## src/cache_settings.svh

```systemverilog
`ifndef CACHE_SETTINGS_SVH
`define CACHE_SETTINGS_SVH

// Processor and memory word width in bits
`define CACHE_DATA_WIDTH 32

// Byte address width
`define CACHE_ADDR_WIDTH 16

// Data storage in bytes
`define CACHE_SIZE 256

// Bytes per line
`define CACHE_LINE_SIZE 16

`endif

```

## src/cache_pkg.sv

```systemverilog
`default_nettype none

`include "cache_settings.svh"

package cache_pkg;

    localparam int DATA_WIDTH        = `CACHE_DATA_WIDTH;
    localparam int ADDR_WIDTH        = `CACHE_ADDR_WIDTH;
    localparam int LINE_BYTES        = `CACHE_LINE_SIZE;
    localparam int WORD_BYTES        = DATA_WIDTH / 8;
    localparam int LINE_WORDS        = LINE_BYTES / WORD_BYTES;
    localparam int INDEX_COUNT       = `CACHE_SIZE / `CACHE_LINE_SIZE;
    localparam int OFFSET_WIDTH      = $clog2(LINE_BYTES);
    localparam int WORD_OFFSET_WIDTH = $clog2(WORD_BYTES);   // Byte within a word
    localparam int BEAT_WIDTH        = $clog2(LINE_WORDS);
    localparam int INDEX_WIDTH       = $clog2(INDEX_COUNT);
    localparam int TAG_WIDTH         = ADDR_WIDTH - INDEX_WIDTH - OFFSET_WIDTH;
    localparam int LINE_WIDTH        = LINE_BYTES * 8;

    typedef logic [DATA_WIDTH-1:0]   word_t;
    typedef logic [LINE_WIDTH-1:0]   line_t;    // Word 0 in low bits
    typedef logic [ADDR_WIDTH-1:0]   addr_t;
    typedef logic [TAG_WIDTH-1:0]    tag_t;
    typedef logic [INDEX_WIDTH-1:0]  index_t;
    typedef logic [OFFSET_WIDTH-1:0] offset_t;
    typedef logic [BEAT_WIDTH-1:0]   beat_t;

endpackage

`default_nettype wire

```

## src/cache_line_if.sv

```systemverilog
`default_nettype none

interface cache_line_if;

    import cache_pkg::*;

    logic  en;      // Held for whole transfer
    logic  we;      // Write-back when high, fill when low
    addr_t addr;    // Line aligned
    line_t wdata;
    line_t rdata;   // Complete on done cycle
    logic  done;
    logic  busy;

    modport driver (
        output en,
        output we,
        output addr,
        output wdata,
        input  rdata,
        input  done,
        input  busy
    );

    modport biu (
        input  en,
        input  we,
        input  addr,
        input  wdata,
        output rdata,
        output done,
        output busy
    );

endinterface

`default_nettype wire

```

## src/bus_interface_unit.sv

```systemverilog
`default_nettype none

module bus_interface_unit (
    input  logic             clk,
    input  logic             n_rst,

    cache_line_if.biu        line,

    output logic             o_mem_en,
    output logic             o_mem_we,
    output cache_pkg::addr_t o_mem_addr,
    output cache_pkg::word_t o_mem_wdata,
    input  cache_pkg::word_t i_mem_rdata,
    input  logic             i_mem_ack
);

    import cache_pkg::*;

    localparam beat_t LAST_BEAT = beat_t'(LINE_WORDS - 1);

    beat_t                            beat_q;
    logic                             beat_ack;
    logic [LINE_WIDTH-DATA_WIDTH-1:0] fill_q;   // All words but the last

    assign beat_ack = line.en && i_mem_ack;

    // Beat address moves on after each acknowledge
    always_ff @(posedge clk, negedge n_rst) begin
        if (!n_rst) begin
            beat_q <= '0;
        end else if (!line.en) begin
            beat_q <= '0;
        end else if (i_mem_ack) begin
            beat_q <= beat_q + 1'b1;   // Wraps for the next transfer
        end
    end

    // Fill words shift in from the top, word 0 ends up lowest
    always_ff @(posedge clk) begin
        if (beat_ack && !line.we) begin
            fill_q <= {i_mem_rdata, fill_q[LINE_WIDTH-DATA_WIDTH-1:DATA_WIDTH]};
        end
    end

    // Last word taken straight from the bus on the done cycle
    assign line.rdata = {i_mem_rdata, fill_q};
    assign line.done  = beat_ack && (beat_q == LAST_BEAT);
    assign line.busy  = line.en && !line.done;

    assign o_mem_en    = line.en;
    assign o_mem_we    = line.en && line.we;
    assign o_mem_addr  = {line.addr[ADDR_WIDTH-1:OFFSET_WIDTH], beat_q,
                          {WORD_OFFSET_WIDTH{1'b0}}};
    assign o_mem_wdata = line.wdata[beat_q*DATA_WIDTH +: DATA_WIDTH];

    // Memory only answers a request in flight
    a_ack_needs_en: assert property (
        @(posedge clk) disable iff (!n_rst)
        i_mem_ack |-> o_mem_en
    );

endmodule

`default_nettype wire

```

## src/cache_array.sv

```systemverilog
`default_nettype none

module cache_array (
    input  logic               clk,
    input  logic               n_rst,

    input  logic               i_re,
    input  logic               i_we,
    input  logic               i_fe,
    input  cache_pkg::index_t  i_index,
    input  cache_pkg::offset_t i_offset,
    input  cache_pkg::tag_t    i_tag,
    input  cache_pkg::word_t   i_wdata,
    input  cache_pkg::line_t   i_fdata,

    output logic               o_hit,
    output logic               o_valid,
    output logic               o_dirty,
    output cache_pkg::tag_t    o_tag,
    output cache_pkg::line_t   o_vdata,
    output cache_pkg::word_t   o_rdata
);

    import cache_pkg::*;

    logic [INDEX_COUNT-1:0] valid_q;
    logic [INDEX_COUNT-1:0] dirty_q;
    tag_t                   tag_mem  [INDEX_COUNT];
    line_t                  data_mem [INDEX_COUNT];

    line_t                  sel_line;
    beat_t                  word_sel;
    logic                   tag_match;
    logic                   write_hit;

    assign word_sel  = i_offset[OFFSET_WIDTH-1:WORD_OFFSET_WIDTH];
    assign sel_line  = data_mem[i_index];
    assign tag_match = (tag_mem[i_index] == i_tag);

    assign o_valid   = valid_q[i_index];
    assign o_dirty   = dirty_q[i_index];
    assign o_tag     = tag_mem[i_index];
    assign o_vdata   = sel_line;
    assign o_rdata   = sel_line[word_sel*DATA_WIDTH +: DATA_WIDTH];
    assign o_hit     = (i_re || i_we) && o_valid && tag_match;
    assign write_hit = i_we && o_hit;

    // Line state
    always_ff @(posedge clk, negedge n_rst) begin
        if (!n_rst) begin
            valid_q <= '0;
            dirty_q <= '0;
        end else if (i_fe) begin
            valid_q[i_index] <= 1'b1;
            dirty_q[i_index] <= 1'b0;   // Fresh from memory
        end else if (write_hit) begin
            dirty_q[i_index] <= 1'b1;
        end
    end

    // Tags and data
    always_ff @(posedge clk) begin
        if (i_fe) begin
            tag_mem[i_index]  <= i_tag;
            data_mem[i_index] <= i_fdata;
        end else if (write_hit) begin
            data_mem[i_index][word_sel*DATA_WIDTH +: DATA_WIDTH] <= i_wdata;
        end
    end

    // A fill and a processor write never share a cycle
    a_no_we_with_fe: assert property (
        @(posedge clk) disable iff (!n_rst)
        !(i_we && i_fe)
    );

endmodule

`default_nettype wire

```

## src/cache_driver.sv

```systemverilog
`default_nettype none

module cache_driver (
    input  logic               clk,
    input  logic               n_rst,

    input  logic               i_re,
    input  logic               i_we,
    input  cache_pkg::addr_t   i_addr,
    input  cache_pkg::word_t   i_wdata,
    output cache_pkg::word_t   o_rdata,
    output logic               o_hit,
    output logic               o_busy,

    output logic               o_arr_re,
    output logic               o_arr_we,
    output logic               o_arr_fe,
    output cache_pkg::index_t  o_arr_index,
    output cache_pkg::offset_t o_arr_offset,
    output cache_pkg::tag_t    o_arr_tag,
    output cache_pkg::word_t   o_arr_wdata,
    output cache_pkg::line_t   o_arr_fdata,
    input  logic               i_arr_hit,
    input  logic               i_arr_valid,
    input  logic               i_arr_dirty,
    input  cache_pkg::tag_t    i_arr_tag,
    input  cache_pkg::line_t   i_arr_vdata,
    input  cache_pkg::word_t   i_arr_rdata,

    cache_line_if.driver       line
);

    import cache_pkg::*;

    typedef enum logic [1:0] {
        IDLE   = 2'b00,
        MISS   = 2'b01,
        VICTIM = 2'b10
    } state_t;

    state_t  state_q;
    state_t  state_d;

    offset_t offset;
    index_t  index;
    tag_t    tag;
    logic    req;
    logic    fill_done;
    logic    victim;

    line_t   vdata_q;   // Old line, captured at fill
    addr_t   vaddr_q;

    assign offset    = i_addr[OFFSET_WIDTH-1:0];
    assign index     = i_addr[OFFSET_WIDTH +: INDEX_WIDTH];
    assign tag       = i_addr[ADDR_WIDTH-1 -: TAG_WIDTH];

    assign req       = i_re || i_we;
    assign fill_done = line.done && (state_q == MISS);
    assign victim    = fill_done && i_arr_valid && i_arr_dirty;

    assign o_arr_re     = i_re;
    assign o_arr_we     = i_we && (state_q == IDLE);   // Held off during miss handling
    assign o_arr_fe     = fill_done;
    assign o_arr_index  = index;
    assign o_arr_offset = offset;
    assign o_arr_tag    = tag;
    assign o_arr_wdata  = i_wdata;
    assign o_arr_fdata  = line.rdata;

    assign o_rdata = i_arr_rdata;
    assign o_hit   = i_arr_hit;
    assign o_busy  = (state_q != IDLE);

    assign line.en    = (state_q != IDLE);
    assign line.we    = (state_q == VICTIM);
    assign line.addr  = (state_q == VICTIM) ? vaddr_q : {tag, index, {OFFSET_WIDTH{1'b0}}};
    assign line.wdata = vdata_q;

    // Array still holds the old line on this edge
    always_ff @(posedge clk) begin
        if (fill_done) begin
            vdata_q <= i_arr_vdata;
            vaddr_q <= {i_arr_tag, index, {OFFSET_WIDTH{1'b0}}};
        end
    end

    always_ff @(posedge clk, negedge n_rst) begin
        if (!n_rst) begin
            state_q <= IDLE;
        end else begin
            state_q <= state_d;
        end
    end

    always_comb begin
        state_d = state_q;
        case (state_q)
            IDLE: begin
                if (req && !i_arr_hit) begin
                    state_d = MISS;
                end
            end
            MISS: begin
                if (line.done) begin
                    state_d = victim ? VICTIM : IDLE;
                end
            end
            VICTIM: begin
                if (line.done) begin
                    state_d = IDLE;
                end
            end
            default: state_d = IDLE;
        endcase
    end

    // Request stays steady while beats are outstanding
    a_request_steady: assert property (
        @(posedge clk) disable iff (!n_rst)
        line.busy |=> (line.en && $stable(line.addr) && $stable(line.we))
    );

    // New line already in place and clean during write-back
    a_victim_after_fill: assert property (
        @(posedge clk) disable iff (!n_rst)
        (state_q == VICTIM) |-> (i_arr_valid && !i_arr_dirty && (i_arr_tag == tag))
    );

endmodule

`default_nettype wire

```

## src/cache_top.sv

```systemverilog
`default_nettype none

module cache_top (
    input  logic             clk,
    input  logic             n_rst,

    input  logic             i_re,
    input  logic             i_we,
    input  cache_pkg::addr_t i_addr,
    input  cache_pkg::word_t i_wdata,
    output cache_pkg::word_t o_rdata,
    output logic             o_hit,
    output logic             o_busy,

    output logic             o_mem_en,
    output logic             o_mem_we,
    output cache_pkg::addr_t o_mem_addr,
    output cache_pkg::word_t o_mem_wdata,
    input  cache_pkg::word_t i_mem_rdata,
    input  logic             i_mem_ack
);

    import cache_pkg::*;

    logic    arr_re;
    logic    arr_we;
    logic    arr_fe;
    index_t  arr_index;
    offset_t arr_offset;
    tag_t    arr_tag;
    word_t   arr_wdata;
    line_t   arr_fdata;
    logic    arr_hit;
    logic    arr_valid;
    logic    arr_dirty;
    tag_t    arr_tag_out;
    line_t   arr_vdata;
    word_t   arr_rdata;

    cache_line_if line_bus ();

    cache_driver u_driver (
        .clk          (clk),
        .n_rst        (n_rst),
        .i_re         (i_re),
        .i_we         (i_we),
        .i_addr       (i_addr),
        .i_wdata      (i_wdata),
        .o_rdata      (o_rdata),
        .o_hit        (o_hit),
        .o_busy       (o_busy),
        .o_arr_re     (arr_re),
        .o_arr_we     (arr_we),
        .o_arr_fe     (arr_fe),
        .o_arr_index  (arr_index),
        .o_arr_offset (arr_offset),
        .o_arr_tag    (arr_tag),
        .o_arr_wdata  (arr_wdata),
        .o_arr_fdata  (arr_fdata),
        .i_arr_hit    (arr_hit),
        .i_arr_valid  (arr_valid),
        .i_arr_dirty  (arr_dirty),
        .i_arr_tag    (arr_tag_out),
        .i_arr_vdata  (arr_vdata),
        .i_arr_rdata  (arr_rdata),
        .line         (line_bus.driver)
    );

    cache_array u_array (
        .clk      (clk),
        .n_rst    (n_rst),
        .i_re     (arr_re),
        .i_we     (arr_we),
        .i_fe     (arr_fe),
        .i_index  (arr_index),
        .i_offset (arr_offset),
        .i_tag    (arr_tag),
        .i_wdata  (arr_wdata),
        .i_fdata  (arr_fdata),
        .o_hit    (arr_hit),
        .o_valid  (arr_valid),
        .o_dirty  (arr_dirty),
        .o_tag    (arr_tag_out),
        .o_vdata  (arr_vdata),
        .o_rdata  (arr_rdata)
    );

    bus_interface_unit u_biu (
        .clk         (clk),
        .n_rst       (n_rst),
        .line        (line_bus.biu),
        .o_mem_en    (o_mem_en),
        .o_mem_we    (o_mem_we),
        .o_mem_addr  (o_mem_addr),
        .o_mem_wdata (o_mem_wdata),
        .i_mem_rdata (i_mem_rdata),
        .i_mem_ack   (i_mem_ack)
    );

endmodule

`default_nettype wire

```

## config.mk

```make
export PLATFORM = sky130hd
export DESIGN_NAME = cache_top
export DESIGN_NICKNAME = d
export VERILOG_FILES = /design/src/cache_pkg.sv /design/src/cache_line_if.sv /design/src/bus_interface_unit.sv /design/src/cache_array.sv /design/src/cache_driver.sv /design/src/cache_top.sv
export VERILOG_INCLUDE_DIRS = /design/src /design/src/src
export SDC_FILE = /design/constraint.sdc
export NUM_CORES = 2
export LEC_CHECK = 0
export BUFFER_PORTS_ARGS = -buffer_cell sky130_fd_sc_hd__buf_4
export CAP_MARGIN = 20
export CORE_MARGIN = 1.5
export CORE_UTILIZATION = 62
export CTS_CLUSTER_SIZE = 20
export DETAILED_ROUTE_END_ITERATION = 12
export GPL_ROUTABILITY_DRIVEN = 0
export PLACE_DENSITY = 0.83
export SYNTH_ARGS = -nofsm -noshare
export SYNTH_HDL_FRONTEND = slang
export SYNTH_SLANG_ARGS = --single-unit
```

## constraint.sdc

```tcl
create_clock -name clk -period 5.2 [get_ports clk]
set_clock_uncertainty 0.1 [all_clocks]
set_input_delay 0.52 -clock clk [delete_from_list [all_inputs] [get_ports clk]]
set_output_delay 0.52 -clock clk [all_outputs]
set_load 0.02 [all_outputs]
```

==> results by stage <==
Power and ir drop:
- The clock network burns 37.3% of the power.
- VDD sags by at most about 0.00038 V.
- Combinational logic is responsible for 10.5% of the overall power.
- The fraction of power spent switching nets is 24.1%.
- The portion of total power attributed to sequential cells is a little over half.
- Dividing total power by cell area gives a power density of between 400 and 500 nW/µm².
- The power dissipated by switching net loads is ~11 mW.
- The cell-internal power is 33.2 mW.
- In this run the static leakage power is 34.7 nW.

Synthesis:
- The share of cell area taken by muxes after synthesis is 19.2%.
- The number of enable flip-flop cells after synthesis is between 2000 and 2500.
- The share of synthesized cell area in full adder, half adder and majority cells is 0.0788%.
- In the synthesized netlist the dominant register cell turns out to be sky130_fd_sc_hd__edfxtp_1.
- The biggest area consumer among synthesized cells is sky130_fd_sc_hd__edfxtp_1.
- The number of different library cells used by synthesis comes to 50.
- The post-synthesis cell area is 95300 µm².
- The register bit count reported by yosys is 2448.
- The combinational family with the most area after synthesis is multiplexers.
- The share of synthesized registers carrying an async set or reset is roughly 1.5%.
- The cell count after synthesis came out at 4127.
- Dividing the synthesized area by the synthesized cell count gives 23.1 µm².
- In this run the biggest area consumer among cell types represents 76.0% of the synthesized area.
- The complex-gate fraction of the synthesized area is 0.814%.
- After Yosys synthesis, XOR and XNOR cells account for 0.0551% of the synthesized area.
- The number of warning messages in the yosys log is 0.
- For this run, the register share of the synthesized area comes to 76.9%.
- By area the synthesized netlist is led by sky130_fd_sc_hd__edfxtp_1 76%, sky130_fd_sc_hd__mux4_2 17%, sky130_fd_sc_hd__mux2i_1 1.7%.
- Of the total synthesized cell area, the portion taken by AND, OR, NAND and NOR gates is between 1 and 1.5%.

GRT:
- The global route total overflow is 0.
- The initial antenna violation count is 12.
- The via count of the first global-routing pass is 51900.
- Entering global routing, the biggest net connects 121 pins.
- The all-layer global routing usage is 37.1%.
- The first-pass GRT wire length is 397000 µm.

Worst hold path:
- The worst hold path class is in2reg.

Floorplan:
- In this run the vertical extent of the chip is 395 µm.
- The floorplan step set the die width to 395 µm.
- The floorplan die area is 156000 µm².
- The core box area is 152000 µm².
- The standard-cell row count is 143.
- During I/O placement, the number of pins put on the boundary was 169.
- Once the floorplan was initialized, standard cells occupied 62.6% of the core.

STA:
- Setup violations remaining at the end of the flow were counted as 0.
- The count of pins over their slew limit is 0.
- For the pin with the worst max-slew slack, the measured transition is between 1 and 1.5 ns.
- The relative slew slack is 25.5%.
- For this run, the top clock speed supported by timing is 215 MHz.
- The routed design could run at a clock period as short as around 4.7 ns.
- The fraction of the cycle the final worst path needs is 89.6%.
- The hold violation total from the final report is 0.
- Setup repair after global routing left no endpoint under its margin.
- The total negative slack is 0 ns.

CTS:
- The H-tree was split into 4 levels.
- The clock tree from TritonCTS is yes.
- The root buffer cell chosen for the clock tree is sky130_fd_sc_hd__clkbuf_16.
- Clock latency on the worst-skew pair, taken at its later pin, is 0.88 ns.
- The number of CTS-inserted buffers is around 220.
- The total of cells resized after clock tree synthesis is 0.
- The number of sinks handled by clock tree synthesis is roughly 2400.
- No sink is reached through more buffers than the 3 on the longest clock path.
- The post-CTS clock slew at the launch and capture registers of the worst setup and hold paths is 0.06 ns.

Routing:
- The first routing iteration left 9116 violations.
- The mean number of vias per cell is 7.47.
- The detail-routed net length per standard cell is 42.0 µm.
- The via count is 50800.
- The first TritonRoute pass finished after 6 iterations.
- The detail route stage leaves a number of antenna-violating nets equal to 0.
- The DRC violation count after routing is 0.
- After detailed routing, the total wire length is 286000 µm.

Critical path:
- The category of the critical setup timing path is in2out.
- STA classifies the critical path startpoint as an input port.
- The data arrival time of the worst path is 4.04 ns.
- The kind of end point of the critical path is an output port.
- For the worst setup path, the data required time is 4.58 ns.
- Of all nets on the critical path, the largest fanout is 52.

Run:
- The count of max-cap constraint violations is 0.

Finish:
- Compared with the post-synthesis result, the final layout area differs by 14.6%.
- The layout has 7553 filler cells.
- The post-route netlist has about a third of its cells at a drive strength greater than 1.
- The finished layout cell area is approximately 110000 µm².
- In the final design database the tool counted 4684 nets.

Place:
- Port buffering added 164 buffers.
- The placed instances occupy a cell area of around 100000 µm².
- The detailed placement HPWL is 145000 µm.

Status:
- The run finished with clean final reports.
==> through the flow <==
stage	hold WS, ns	power, mW	utilization (%)	instances	setup WS [ns]
2_1_floorplan	0.124	25.5	-	4128	0.0874
3_3_place_gp	0.327	27.2	66.8	6353	0.421
3_5_place_dp	0.333	27.5	66.8	6353	0.153
4_1_cts	0.0259	43.6	71.7	6803	0.572
5_1_grt	0.0232	44.5	71.7	6805	0.393
6_report	0.0372	43.7	71.7	6806	0.541
==> kinds of logic after synthesis <==
logic type | after synthesis
flip-flops | 2448
buffers and inverters | 363
XOR/XNOR | 6
adder cells (fa/ha/maj) | 6
AND/OR/NAND/NOR | 263
AO/OA/AOI/OAI | 130
other | 1
multiplexers | 910
==> cell usage in the layout (no fill, tap or decap), types with 5 or more instances in the layout <==
cell,n
sky130_fd_sc_hd__a21oi_4,64
sky130_fd_sc_hd__a22o_1,5
sky130_fd_sc_hd__a22oi_1,7
sky130_fd_sc_hd__and3_1,7
sky130_fd_sc_hd__buf_12,76
sky130_fd_sc_hd__buf_4,344
sky130_fd_sc_hd__bufinv_16,20
sky130_fd_sc_hd__clkbuf_1,54
sky130_fd_sc_hd__clkbuf_16,226
sky130_fd_sc_hd__clkinv_1,50
sky130_fd_sc_hd__clkinv_2,35
sky130_fd_sc_hd__clkinv_8,5
sky130_fd_sc_hd__dfrtp_1,34
sky130_fd_sc_hd__dlygate4sd3_1,44
sky130_fd_sc_hd__edfxtp_1,2412
sky130_fd_sc_hd__ha_1,6
sky130_fd_sc_hd__inv_1,134
sky130_fd_sc_hd__inv_6,8
sky130_fd_sc_hd__mux2_2,17
sky130_fd_sc_hd__mux2i_1,160
sky130_fd_sc_hd__mux4_2,733
sky130_fd_sc_hd__nand2_1,152
sky130_fd_sc_hd__nand3_1,9
sky130_fd_sc_hd__nand4_1,7
sky130_fd_sc_hd__nor2_1,34
sky130_fd_sc_hd__nor2b_1,6
sky130_fd_sc_hd__o21ai_0,20
sky130_fd_sc_hd__o31ai_1,17
sky130_fd_sc_hd__or2_2,16
==> state kept, by name, summed over array words and instances, names as in the netlist, named ones only <==
| signal | count |
|---|---|
| u_array.data_mem | 2048 |
| u_array.tag_mem | 128 |
| u_array.valid_q | 16 |
| u_biu.beat_q | 2 |
| u_biu.fill_q | 96 |
| u_driver.line.wdata | 128 |
| u_driver.state_q | 2 |
| u_driver.vaddr_q | 12 |
==> metal layers <==
layer	track usage [%]	wire, µm	up-vias
met3	11.9	41300	1200
met2	58.2	137000	5360
li1	-	-	18300
met1	45.3	86400	26000
met5	0	102	-
met4	22.7	21300	14
==> repair_timing <==
item                      4_1_cts  5_1_grt
hold buffers                   44        0
hold endpoints to repair      201        0
setup buffers                   0        0
==> power by group through the flow <==
| stage | Sequential, mW | Combinational [mW] | Clock [mW] |
|---|---|---|---|
| 5_1_grt | 22.8 | 4.65 | 17.0 |
| 6_report | 22.8 | 4.59 | 16.3 |
| 2_1_floorplan | 23.2 | 2.31 | 0 |
| 3_5_place_dp | 23.2 | 4.26 | 0 |
| 3_3_place_gp | 23.2 | 4.08 | 0 |
| 4_1_cts | 22.8 | 4.46 | 16.3 |
==> final timing paths <==
kind,from,to,depth (start not counted),slack (ns)
min in group asynchronous,n_rst,u_array.valid_q[10],2,0.11
max in group asynchronous,n_rst,u_biu.beat_q[0],2,4.49
min,i_wdata[17],u_array.data_mem[10][113],3,0.04
max,i_addr[4],o_rdata[17],7,0.54
max reg2reg,u_array.tag_mem[9][4],u_array.data_mem[8][120],11,0.84
min reg2reg,u_biu.fill_q[33],u_biu.fill_q[1],0,0.35
==> worst max-delay path: stages <==
cell                     delay (ns)
sky130_fd_sc_hd__buf_8         0.43
sky130_fd_sc_hd__buf_12        0.41
sky130_fd_sc_hd__buf_12        0.43
sky130_fd_sc_hd__mux4_2        0.60
sky130_fd_sc_hd__mux4_2        0.58
sky130_fd_sc_hd__mux4_2        0.63
sky130_fd_sc_hd__buf_4         0.21
==> synth_stat cells, types with 6 or more instances <==
cell                       count
sky130_fd_sc_hd__buf_2        55
sky130_fd_sc_hd__mux4_2      733
sky130_fd_sc_hd__a22oi_1       7
sky130_fd_sc_hd__nand3_1       9
sky130_fd_sc_hd__mux2_2       17
sky130_fd_sc_hd__nor2_1       34
sky130_fd_sc_hd__buf_4        12
sky130_fd_sc_hd__mux2i_1     160
sky130_fd_sc_hd__nor2b_1       6
sky130_fd_sc_hd__buf_1        14
sky130_fd_sc_hd__o21ai_0      20
sky130_fd_sc_hd__dfrtp_1      36
sky130_fd_sc_hd__ha_1          6
sky130_fd_sc_hd__clkbuf_1    133
sky130_fd_sc_hd__a21oi_1      66
sky130_fd_sc_hd__o31ai_1      17
sky130_fd_sc_hd__edfxtp_1   2412
sky130_fd_sc_hd__buf_6        13
sky130_fd_sc_hd__nand4_1       7
sky130_fd_sc_hd__and3_1        7
sky130_fd_sc_hd__nand2_1     152
sky130_fd_sc_hd__inv_1       136
sky130_fd_sc_hd__or2_2        16
==> area by class of cell <==
| cell class | count | area [µm²] | share of cell area [%] |
|---|---|---|---|
| clock buffers | 280 | 5860 | 5.36 |
| well taps | 2030 | 2540 | 2.33 |
| diodes | 1 | 2.50 | 0.00229 |
| flip-flops and latches | 2448 | 73300 | 67.1 |
| inverters | 136 | 515 | 0.472 |
| multi-input cells | 1317 | 21200 | 19.4 |
| clock inverters | 126 | 1210 | 1.11 |
| repair buffers | 468 | 4600 | 4.22 |
(Power assumes the default switching activity.)
